File: src/hw/udp_msg_pkg.sv
package udp_msg_pkg;

    // message format, first received byte in the top bits
    localparam int MSG_BYTES = 5;
    localparam int MSG_W = MSG_BYTES * 8;
    localparam logic [31:0] MSGID = 32'h74697277;

    localparam logic [15:0] LOCAL_PORT = 16'd2390;

    // source ip, length word, ports
    localparam int HEAD_WORDS = 3;

    // byte counter, saturates at MSG_BYTES
    localparam int BCNT_W = $clog2(MSG_BYTES + 1);

    typedef logic [MSG_W-1:0] msg_t;
    typedef logic [BCNT_W-1:0] bcnt_t;

    localparam bcnt_t BCNT_FULL = bcnt_t'(MSG_BYTES);

    typedef enum logic [2:0] {
        HDR_IDLE,
        HDR_IP_WORD,
        HDR_LEN_WORD,
        HDR_PORT_WORD,
        HDR_PAYLOAD
    } hdr_state_e;

    typedef enum logic [2:0] {
        TX_IDLE,
        TX_WAIT_SLOT,
        TX_STREAM,
        TX_REQUEST,
        TX_DONE
    } tx_state_e;

endpackage

File: src/hw/udp_msg_if.sv
// reply target from the header parser, held for the whole payload
interface reply_target_if;
    logic        valid;
    logic [31:0] ip;
    logic [15:0] port;
    logic        done;

    modport parser (
        output valid,
        output ip,
        output port,
        input  done
    );

    modport collector (
        input  valid,
        input  ip,
        input  port,
        output done
    );
endinterface

// one-shot reply request, ip and port valid with start
interface reply_start_if;
    logic        start;
    logic [31:0] ip;
    logic [15:0] port;
    logic        busy;

    modport collector (
        output start,
        output ip,
        output port,
        input  busy
    );

    modport sender (
        input  start,
        input  ip,
        input  port,
        output busy
    );
endinterface

File: src/hw/msg_header_parser.sv
module msg_header_parser (
    input  logic              clk,
    input  logic              rst_n,
    input  logic              rx_head_av_i,
    input  logic [31:0]       rx_head_i,
    output logic              rx_head_rdy_o,
    reply_target_if.parser    tgt
);

    udp_msg_pkg::hdr_state_e state;

    assign tgt.valid = (state == udp_msg_pkg::HDR_PAYLOAD);

    // first header word is sampled at the end of the rdy cycle
    always_ff @(posedge clk or negedge rst_n) begin
        if (!rst_n) begin
            state <= udp_msg_pkg::HDR_IDLE;
            rx_head_rdy_o <= 1'b0;
        end else begin
            rx_head_rdy_o <= 1'b0;
            case (state)
                udp_msg_pkg::HDR_IDLE: begin
                    if (rx_head_av_i) begin
                        rx_head_rdy_o <= 1'b1;
                        state <= udp_msg_pkg::HDR_IP_WORD;
                    end
                end
                udp_msg_pkg::HDR_IP_WORD: begin
                    state <= udp_msg_pkg::HDR_LEN_WORD;
                end
                udp_msg_pkg::HDR_LEN_WORD: begin
                    state <= udp_msg_pkg::HDR_PORT_WORD;
                end
                udp_msg_pkg::HDR_PORT_WORD: begin
                    // wrong port drops the datagram here
                    if (rx_head_i[15:0] == udp_msg_pkg::LOCAL_PORT) begin
                        state <= udp_msg_pkg::HDR_PAYLOAD;
                    end else begin
                        state <= udp_msg_pkg::HDR_IDLE;
                    end
                end
                udp_msg_pkg::HDR_PAYLOAD: begin
                    if (tgt.done) begin
                        state <= udp_msg_pkg::HDR_IDLE;
                    end
                end
                default: begin
                    state <= udp_msg_pkg::HDR_IDLE;
                end
            endcase
        end
    end

    // reply target, source port goes back as destination
    always_ff @(posedge clk) begin
        if (state == udp_msg_pkg::HDR_IP_WORD) begin
            tgt.ip <= rx_head_i;
        end
        if (state == udp_msg_pkg::HDR_PORT_WORD) begin
            tgt.port <= rx_head_i[31:16];
        end
    end

    a_rdy_single: assert property (@(posedge clk) disable iff (!rst_n)
        rx_head_rdy_o |=> !rx_head_rdy_o);

    a_valid_held: assert property (@(posedge clk) disable iff (!rst_n)
        tgt.valid && !tgt.done |=> tgt.valid);

    a_valid_after_header: assert property (@(posedge clk) disable iff (!rst_n)
        $rose(tgt.valid) |-> $past(rx_head_rdy_o, udp_msg_pkg::HEAD_WORDS));

endmodule

File: src/hw/msg_payload_collector.sv
module msg_payload_collector (
    input  logic                clk,
    input  logic                rst_n,
    input  logic                rx_data_av_i,
    input  logic [7:0]          rx_data_i,
    reply_target_if.collector   tgt,
    reply_start_if.collector    rs,
    output udp_msg_pkg::msg_t   rx_msg_o,
    output logic                msg_valid_o
);

    udp_msg_pkg::msg_t  shift_q;
    udp_msg_pkg::bcnt_t byte_cnt;
    logic               dgram_end;
    logic               id_ok;

    // first idle cycle after at least one byte
    assign dgram_end = tgt.valid && !rx_data_av_i && (byte_cnt != '0);

    // short datagrams never reach a full count
    assign id_ok = (byte_cnt == udp_msg_pkg::BCNT_FULL) &&
                   (shift_q[udp_msg_pkg::MSG_W-1 -: 32] == udp_msg_pkg::MSGID);

    always_ff @(posedge clk or negedge rst_n) begin
        if (!rst_n) begin
            byte_cnt <= '0;
            tgt.done <= 1'b0;
            rs.start <= 1'b0;
            msg_valid_o <= 1'b0;
            rx_msg_o <= '0;
        end else begin
            tgt.done <= 1'b0;
            rs.start <= 1'b0;
            msg_valid_o <= 1'b0;
            if (tgt.valid && rx_data_av_i) begin
                if (byte_cnt != udp_msg_pkg::BCNT_FULL) begin
                    byte_cnt <= byte_cnt + 1'b1;
                end
            end else if (dgram_end) begin
                byte_cnt <= '0;
                tgt.done <= 1'b1;
                if (id_ok) begin
                    rx_msg_o <= shift_q;
                    msg_valid_o <= 1'b1;
                    // no second reply while one is in flight
                    rs.start <= !rs.busy;
                end
            end
        end
    end

    // keeps only the last MSG_BYTES bytes
    always_ff @(posedge clk) begin
        if (tgt.valid && rx_data_av_i) begin
            shift_q <= {shift_q[udp_msg_pkg::MSG_W-9:0], rx_data_i};
        end
        if (dgram_end) begin
            rs.ip <= tgt.ip;
            rs.port <= tgt.port;
        end
    end

    a_no_start_when_busy: assert property (@(posedge clk) disable iff (!rst_n)
        rs.start |-> !rs.busy);

endmodule

File: src/hw/msg_reply_sender.sv
module msg_reply_sender (
    input  logic              clk,
    input  logic              rst_n,
    reply_start_if.sender     rs,
    input  udp_msg_pkg::msg_t tx_msg_i,
    input  logic              tx_req_rdy_i,
    input  logic              tx_data_rdy_i,
    output logic [7:0]        tx_data_o,
    output logic              tx_data_av_o,
    output logic              tx_req_o,
    output logic [31:0]       tx_ip_o,
    output logic [15:0]       tx_dst_port_o
);

    udp_msg_pkg::tx_state_e state;
    udp_msg_pkg::msg_t      msg_q;
    udp_msg_pkg::bcnt_t     byte_cnt;
    logic                   advance;

    assign rs.busy = (state != udp_msg_pkg::TX_IDLE);

    // a byte moves when av and rdy are both high, or the output is empty
    assign advance = (state == udp_msg_pkg::TX_STREAM) &&
                     (!tx_data_av_o || tx_data_rdy_i);

    always_ff @(posedge clk or negedge rst_n) begin
        if (!rst_n) begin
            state <= udp_msg_pkg::TX_IDLE;
            byte_cnt <= '0;
            tx_data_av_o <= 1'b0;
            tx_req_o <= 1'b0;
        end else begin
            case (state)
                udp_msg_pkg::TX_IDLE: begin
                    if (rs.start) begin
                        state <= udp_msg_pkg::TX_WAIT_SLOT;
                    end
                end
                udp_msg_pkg::TX_WAIT_SLOT: begin
                    if (tx_req_rdy_i) begin
                        byte_cnt <= '0;
                        state <= udp_msg_pkg::TX_STREAM;
                    end
                end
                udp_msg_pkg::TX_STREAM: begin
                    if (advance) begin
                        if (byte_cnt == udp_msg_pkg::BCNT_FULL) begin
                            // falling av marks the end of the payload
                            tx_data_av_o <= 1'b0;
                            state <= udp_msg_pkg::TX_REQUEST;
                        end else begin
                            tx_data_av_o <= 1'b1;
                            byte_cnt <= byte_cnt + 1'b1;
                        end
                    end
                end
                udp_msg_pkg::TX_REQUEST: begin
                    if (tx_req_rdy_i) begin
                        tx_req_o <= 1'b1;
                        state <= udp_msg_pkg::TX_DONE;
                    end
                end
                udp_msg_pkg::TX_DONE: begin
                    tx_req_o <= 1'b0;
                    state <= udp_msg_pkg::TX_IDLE;
                end
                default: begin
                    state <= udp_msg_pkg::TX_IDLE;
                end
            endcase
        end
    end

    always_ff @(posedge clk) begin
        if (state == udp_msg_pkg::TX_IDLE && rs.start) begin
            tx_ip_o <= rs.ip;
            tx_dst_port_o <= rs.port;
        end
        // user message sampled once the slot opens
        if (state == udp_msg_pkg::TX_WAIT_SLOT && tx_req_rdy_i) begin
            msg_q <= tx_msg_i;
        end else if (advance && byte_cnt != udp_msg_pkg::BCNT_FULL) begin
            tx_data_o <= msg_q[udp_msg_pkg::MSG_W-1 -: 8];
            msg_q <= {msg_q[udp_msg_pkg::MSG_W-9:0], 8'h00};
        end
    end

    a_data_held: assert property (@(posedge clk) disable iff (!rst_n)
        tx_data_av_o && !tx_data_rdy_i |=> $stable(tx_data_o));

    a_req_single: assert property (@(posedge clk) disable iff (!rst_n)
        tx_req_o |=> !tx_req_o);

endmodule

File: src/hw/udp_msg_endpoint.sv
module udp_msg_endpoint (
    input  logic              clk,
    input  logic              rst_n,

    // receive side of the stack
    input  logic              rx_head_av_i,
    input  logic [31:0]       rx_head_i,
    output logic              rx_head_rdy_o,
    input  logic              rx_data_av_i,
    input  logic [7:0]        rx_data_i,

    // transmit side of the stack
    input  logic              tx_req_rdy_i,
    input  logic              tx_data_rdy_i,
    output logic [7:0]        tx_data_o,
    output logic              tx_data_av_o,
    output logic              tx_req_o,
    output logic [31:0]       tx_ip_o,
    output logic [15:0]       tx_dst_port_o,

    // user side
    input  udp_msg_pkg::msg_t tx_msg_i,
    output udp_msg_pkg::msg_t rx_msg_o,
    output logic              msg_valid_o
);

    reply_target_if tgt_if ();
    reply_start_if  rs_if ();

    msg_header_parser u_parser (
        .clk           (clk),
        .rst_n         (rst_n),
        .rx_head_av_i  (rx_head_av_i),
        .rx_head_i     (rx_head_i),
        .rx_head_rdy_o (rx_head_rdy_o),
        .tgt           (tgt_if.parser)
    );

    msg_payload_collector u_collector (
        .clk          (clk),
        .rst_n        (rst_n),
        .rx_data_av_i (rx_data_av_i),
        .rx_data_i    (rx_data_i),
        .tgt          (tgt_if.collector),
        .rs           (rs_if.collector),
        .rx_msg_o     (rx_msg_o),
        .msg_valid_o  (msg_valid_o)
    );

    msg_reply_sender u_sender (
        .clk           (clk),
        .rst_n         (rst_n),
        .rs            (rs_if.sender),
        .tx_msg_i      (tx_msg_i),
        .tx_req_rdy_i  (tx_req_rdy_i),
        .tx_data_rdy_i (tx_data_rdy_i),
        .tx_data_o     (tx_data_o),
        .tx_data_av_o  (tx_data_av_o),
        .tx_req_o      (tx_req_o),
        .tx_ip_o       (tx_ip_o),
        .tx_dst_port_o (tx_dst_port_o)
    );

endmodule

File: config.mk
export PLATFORM = sky130hd
export DESIGN_NAME = udp_msg_endpoint
export DESIGN_NICKNAME = d
export VERILOG_FILES = /design/src/hw/udp_msg_pkg.sv /design/src/hw/udp_msg_if.sv /design/src/hw/msg_header_parser.sv /design/src/hw/msg_payload_collector.sv /design/src/hw/msg_reply_sender.sv /design/src/hw/udp_msg_endpoint.sv
export SDC_FILE = /design/constraint.sdc
export NUM_CORES = 1
export LEC_CHECK = 0
export BUFFER_PORTS_ARGS = -buffer_cell sky130_fd_sc_hd__buf_2
export CAP_MARGIN = 20
export CELL_PAD_IN_SITES_DETAIL_PLACEMENT = 1
export CELL_PAD_IN_SITES_GLOBAL_PLACEMENT = 1
export CORE_UTILIZATION = 49
export CTS_CLUSTER_SIZE = 20
export DETAILED_ROUTE_END_ITERATION = 10
export PLACE_DENSITY = 0.86
export SYNTH_ARGS = -nofsm -noshare
export SYNTH_HDL_FRONTEND = slang
export SYNTH_SLANG_ARGS = --single-unit
File: constraint.sdc
create_clock -name clk -period 6.9 [get_ports clk]
set_input_delay 1.38 -clock clk [delete_from_list [all_inputs] [get_ports clk]]
set_output_delay 1.38 -clock clk [all_outputs]
set_load 0.005 [all_outputs]
### Word level (Yosys, flattened, before mapping)

Index checks and enable logic that the tools add are counted.

| cells by class | value |
|---|---|
| magnitude comparators | 0 |
| mux-type cells | 32 |
| add/subtract/negate cells | 2 |
| shifts and indexed selects | 0 |
| reductions and logical operators | 28 |
| div/mod/pow operators | 0 |
| equality and inequality tests | 23 |
| bitwise logic cells | 2 |
| $mul | 0 |

Operator list:

| cell | number |
|---|---|
| $mux W40 | 2 |
| $mux W3 | 14 |
| $eq A32 B31 Y1 const B | 1 |
| $eq A16 B12 Y1 const B | 1 |
| $ne A2 B2 Y1 const B | 8 |
| $pmux W3 S5 | 1 |
| $eq A3 B2 Y1 const B | 4 |
| $eq A3 B3 Y1 const B | 4 |
| $mux W1 | 12 |
| $pmux W3 S4 | 1 |
| $reduce_and A2 Y1 | 5 |
| $logic_and A1 B1 Y1 | 8 |
| $reduce_bool A2 Y1 | 4 |
| $add A3 B1 Y3 const B | 2 |
| $eq A3 B1 Y1 const B | 2 |
| $logic_not A3 Y1 | 2 |
| $ne A3 B3 Y1 const B | 2 |
| $pmux W3 S2 | 1 |
| $reduce_bool A3 Y1 | 2 |
| $reduce_and A5 Y1 | 1 |
| $reduce_and A4 Y1 | 1 |
| $logic_not A1 Y1 | 3 |
| $reduce_and A3 Y1 | 1 |
| $ne A2 B1 Y1 const B | 1 |
| 3 further kinds | 4 |

| storage, ports and cells | value |
|---|---|
| bits of input ports | 86 |
| memory bits (writable) | 0 |
| register bits | 290 |
| memories | 0 |
| output and inout bits | 100 |
| logic and storage cells | 107 |
| bits in read-only memories | 0 |
| bits in latches | 0 |

### Longest topological paths before layout

| depth | value |
|---|---|
| depth after elaboration | 6 |
| depth in mapped cells | 7 |
| mapped depth without buffers | 6 |

### By module

From an unflattened synthesis, not the netlist that was laid out.

| unflattened totals | value |
|---|---|
| cell total of the unflattened synthesis | 459 |
| area, all modules | 9987.1 sq um |

By module, submodules not included:

| module | cells an instance | area each (sq um) | instances | seq. area each (sq um) |
|---|---|---|---|---|
| msg_payload_collector | 209 | 4377.9 | 1 | 3793.6 |
| msg_reply_sender | 182 | 3925.0 | 1 | 3083.0 |
| msg_header_parser | 68 | 1684.1 | 1 | 1541.5 |

### Least setup slack after synthesis

No wires, ideal clock.

| timing | value |
|---|---|
| path type | input -> register |
| from | input tx_req_rdy_i |
| to | register u_sender.msg_q[0], enable pin |
| library setup time | 398 ps |
| stages on the path | 5 |
| path slack | 3476 ps |
| buffers on the path | 2 |
| required time | 6502 ps |
| arrival | 3026 ps |
| path through | nand2_1 > or3_1 > clkbuf_1 > clkbuf_1 > nand2_1 |

| between the ends | value |
|---|---|
| cells in the longest elaborated chain, start to end | 2 |

RTL lines:

| item | line | text |
|---|---|---|
| start, declared | udp_msg_endpoint.sv:13 | `input logic tx_req_rdy_i,` |
| $logic_and A1 B1 Y1 | msg_reply_sender.sv:80 | `if (state == udp_msg_pkg::TX_WAIT_SLOT && tx_req_rdy_i) begin` |
| $reduce_bool A2 Y1 (no line) | - |  |
| end signal, assigned | msg_reply_sender.sv:81 | `msg_q <= tx_msg_i;` |
| end signal, assigned | msg_reply_sender.sv:84 | `msg_q <= {msg_q[udp_msg_pkg::MSG_W-9:0], 8'h00};` |
| end, declared | msg_reply_sender.sv:16 | `udp_msg_pkg::msg_t msg_q;` |

Every way passes these cells.
A chain may end at the register's enable or synchronous reset.

### Final worst setup path

| timing | value |
|---|---|
| from | input tx_req_rdy_i |
| to | register u_sender.msg_q[17], enable pin |

The elaborated chain is that of the path after synthesis.

==> flow_summary.toml <==
[logic_synthesis]
synth.cell_area_um2 = 9760
synth.distinct_cells = 39
ys_ff_latch = 290
synth_async_sr_flop_share = 0.200
yosysWarnings = 0
synth_ff_type = "edfxtp_1"
synth_cells = 532
yosys.cell_count.top_type = "edfxtp_1"
synth_seq_area_share = 0.863
avgSynthCellArea_um2 = 18.3
synth_mux_area_frac = 0.00923
synth-simple-area-share = 0.102
synth_compound_area_frac = 0.00757
yosysTopAreaCellShare = 0.714
synth-adder-area-share = 0.00641
synth.net_count = 623
synth_commonest_cells = "edfxtp_1 (232), nand2_1 (104), dfrtp_1 (58)"
synthXorXnorAreaFrac = 0.00269
synth_edf_count = 232
yosysTopAreaCell = "edfxtp_1"
ys_top_cells_by_area = "edfxtp_1 (71%), dfrtp_1 (15%), nand2_1 (4.0%)"
synth_top_family_by_area = "simple AND/OR/NAND/NOR gates"

[route]
dr.pass1.iters = 4
viasPerCell = 4.91
route.vias.total = 5048
antenna_left = 0
routedWlPerCell_um = 18.7
remaining_drc_errors = 0
drt_iter0_markers = 162
routed_wl_um = 19200

[sta]
slew_headroom = 0.315
slew_violations = 0
rsz0062_at_grt = "no"
finalSetupViolations = 0
fin_worst_skew_ns = 0.0117
worst_slew_pin_slew_ns = 1.03
tns_ns = 0
fin_crit_ns = 2.65
fin_hold_ws_ns = 0.417
fin_crit_sh = 0.385
fmax_mhz = 377
timing.final.ws_setup_ns = 4.25
hold_viol = 0

[global_route]
grt_pass1_vias = 5491
antenna_found_initial = 2
grt_start_max_net_pins = 59
grt_overflow = 0
grt_util_all_layers = 0.186
grt_pass1_wl_um = 28700

[place]
hpwl_um = 13400
placed_area_um2 = 11000
gp_congestion = 0.735
io_buffers = 185
dp_slack_ns = 3.44

[setup_path]
cp.arrival_ns = 2.81
slowest_stage = "or3_1"
crit_buf_inv = 2
crit_family = "simple AND/OR/NAND/NOR gates"
required_ns = 7.06
path_common_cell = "nand2_1"
crit_fanout = 40
max_stage_delay_ns = 0.54
crit_chain = "buf_2 > nand2_1 > or3_1 > nand2_1 > buf_4"
endpoint_kind = "flip-flop"
path_class = "in -> reg"
startpoint_type = "primary input"

[die]
die_y_um = 143
core_um2 = 19500
initial_core_util = 0.501
die_area_um2 = 20500
die_w_um = 143
io_pins = 186
row_count = 51

[clock_network]
numCtsBuffers = 28
cts_tree = "built"
cts_repair_resize_count = 0
cts_setup_buffers = 0
cts.sinks = 290
clock-root-buffer = "clkbuf_16"
cts_buffer_depth = 3
cts_hold_buf = 0
htreeDepth = 1
clock_latency_ns = 0.53
clk_pin_slew_ns = 0.06

[power]
p_seq_frac = 0.562
pwr-share-clk = 0.343
power_density_nw_per_um2 = 344
p_leak_nw = 4.94
ir_drop_mv = 0.203
combPwrFrac = 0.095
p_sw_mw = 0.955
power.internal_mw = 3.15
p_sw_frac = 0.233

[finish]
design_area_um2 = 11900
fin_util = 0.612
finalNetCount = 833
drive_gt1_frac = 0.343
fillers = 1811
area_delta_synth_final_pct = 22.1

[worst_hold_path]
hold_path_class = "reg -> reg"

[status]
outcome = "complete, no violations"

[run]
cap_viol_max_count = 0
## final timing paths
| check | startpoint | endpoint | depth (start not counted) | slack, ns |
|---|---|---|---|---|
| min in group asynchronous | rst_n | u_collector.rx_msg_o[13]$_DFFE_PN0P_ | 2 | 1.02 |
| worst max-delay path | tx_req_rdy_i | u_sender.msg_q[17]$_DFFE_PP_ | 5 | 4.25 |
| worst max register to register | u_sender.state[1]$_DFFE_PN0P_ | u_sender.msg_q[17]$_DFFE_PP_ | 4 | 4.49 |
| worst min-delay path | u_parser.tgt.ip[7]$_DFFE_PP_ | u_collector.rs.ip[7]$_DFFE_PP_ | 0 | 0.42 |
| worst min register to register | u_parser.tgt.ip[7]$_DFFE_PP_ | u_collector.rs.ip[7]$_DFFE_PP_ | 0 | 0.42 |
| max in group asynchronous | rst_n | u_sender.tx_data_av_o$_DFFE_PN0P_ | 2 | 5.40 |
## layout by cell type, fill, tap and decap left out, drive strengths merged, types with 2 or more instances in the layout
cell type	n
nor3	3
and2	9
clkinv	9
nand4	3
edfxtp	232
a21oi	3
nor2b	14
bufinv	2
clkbuf	37
or2	18
and3	2
nand3	9
ha	5
nand2b	2
nor4	3
mux2	8
diode	3
dfrtp	58
buf	193
xnor2	2
inv	9
nor3b	3
nor2	5
nor4b	2
nand2	104
and4b	3
o21ai	7
nor4bb	6
## stage by stage
stage / cells / total power [mW]
global route: 1027 / 4.25
global placement: 975 / 2.65
floorplan: 532 / 2.54
detailed placement: 975 / 2.73
CTS: 1023 / 4.14
finish: 1028 / 4.10
## power groups by stage
stage	registers, mW	clock network (mW)	logic (mW)
floorplan	2.31	0	0.230
global placement	2.31	0	0.343
detailed placement	2.34	0	0.389
CTS	2.31	1.44	0.392
global route	2.32	1.49	0.439
finish	2.30	1.41	0.392
## state kept, by name (all words and copies together), names as in the netlist, 8 cells and up
register / cells
u_parser.tgt.port: 16
u_parser.tgt.ip: 32
u_sender.msg_q: 40
u_collector.shift_q: 40
u_collector.rs.port: 16
u_sender.tx_data_o: 8
u_collector.rx_msg_o: 40
u_collector.rs.ip: 32
u_sender.tx_dst_port_o: 16
u_sender.tx_ip_o: 32
## cell type report
| cell class | count | area [µm²] | area share |
|---|---|---|---|
| Timing Repair Buffer | 193 | 1020 | 0.0855 |
| Inverter | 9 | 33.8 | 0.00284 |
| Tap cell | 265 | 332 | 0.0278 |
| Clock inverter | 11 | 113 | 0.00945 |
| Multi-Input combinational cell | 220 | 1260 | 0.106 |
| Clock buffer | 37 | 734 | 0.0616 |
| Antenna cell | 3 | 7.51 | 0.000630 |
| Sequential cell | 290 | 8420 | 0.706 |
## logic make-up (layout without fill, tap and decap cells)
| family | Yosys count | after routing |
|---|---|---|
| compound gates | 13 | 13 |
| fa+ha+maj | 5 | 5 |
| xor+xnor | 3 | 3 |
| other cells | 0 | 3 |
| buf+inv | 22 | 250 |
| simple gates | 191 | 191 |
| mux | 8 | 8 |
| flops | 290 | 290 |
## metal layers
layer  global-route usage  wire length (µm)  vias up  part of all wire
met4               0.0560               528        0             0.028
met5                    0                 0        -                 0
met3               0.0439              1140       37             0.060
met1                0.210              7360     2497              0.38
met2                0.347             10100      171              0.53
li1                     -                 -     2343                 -
No activity file was read; power rests on OpenSTA's default activity.
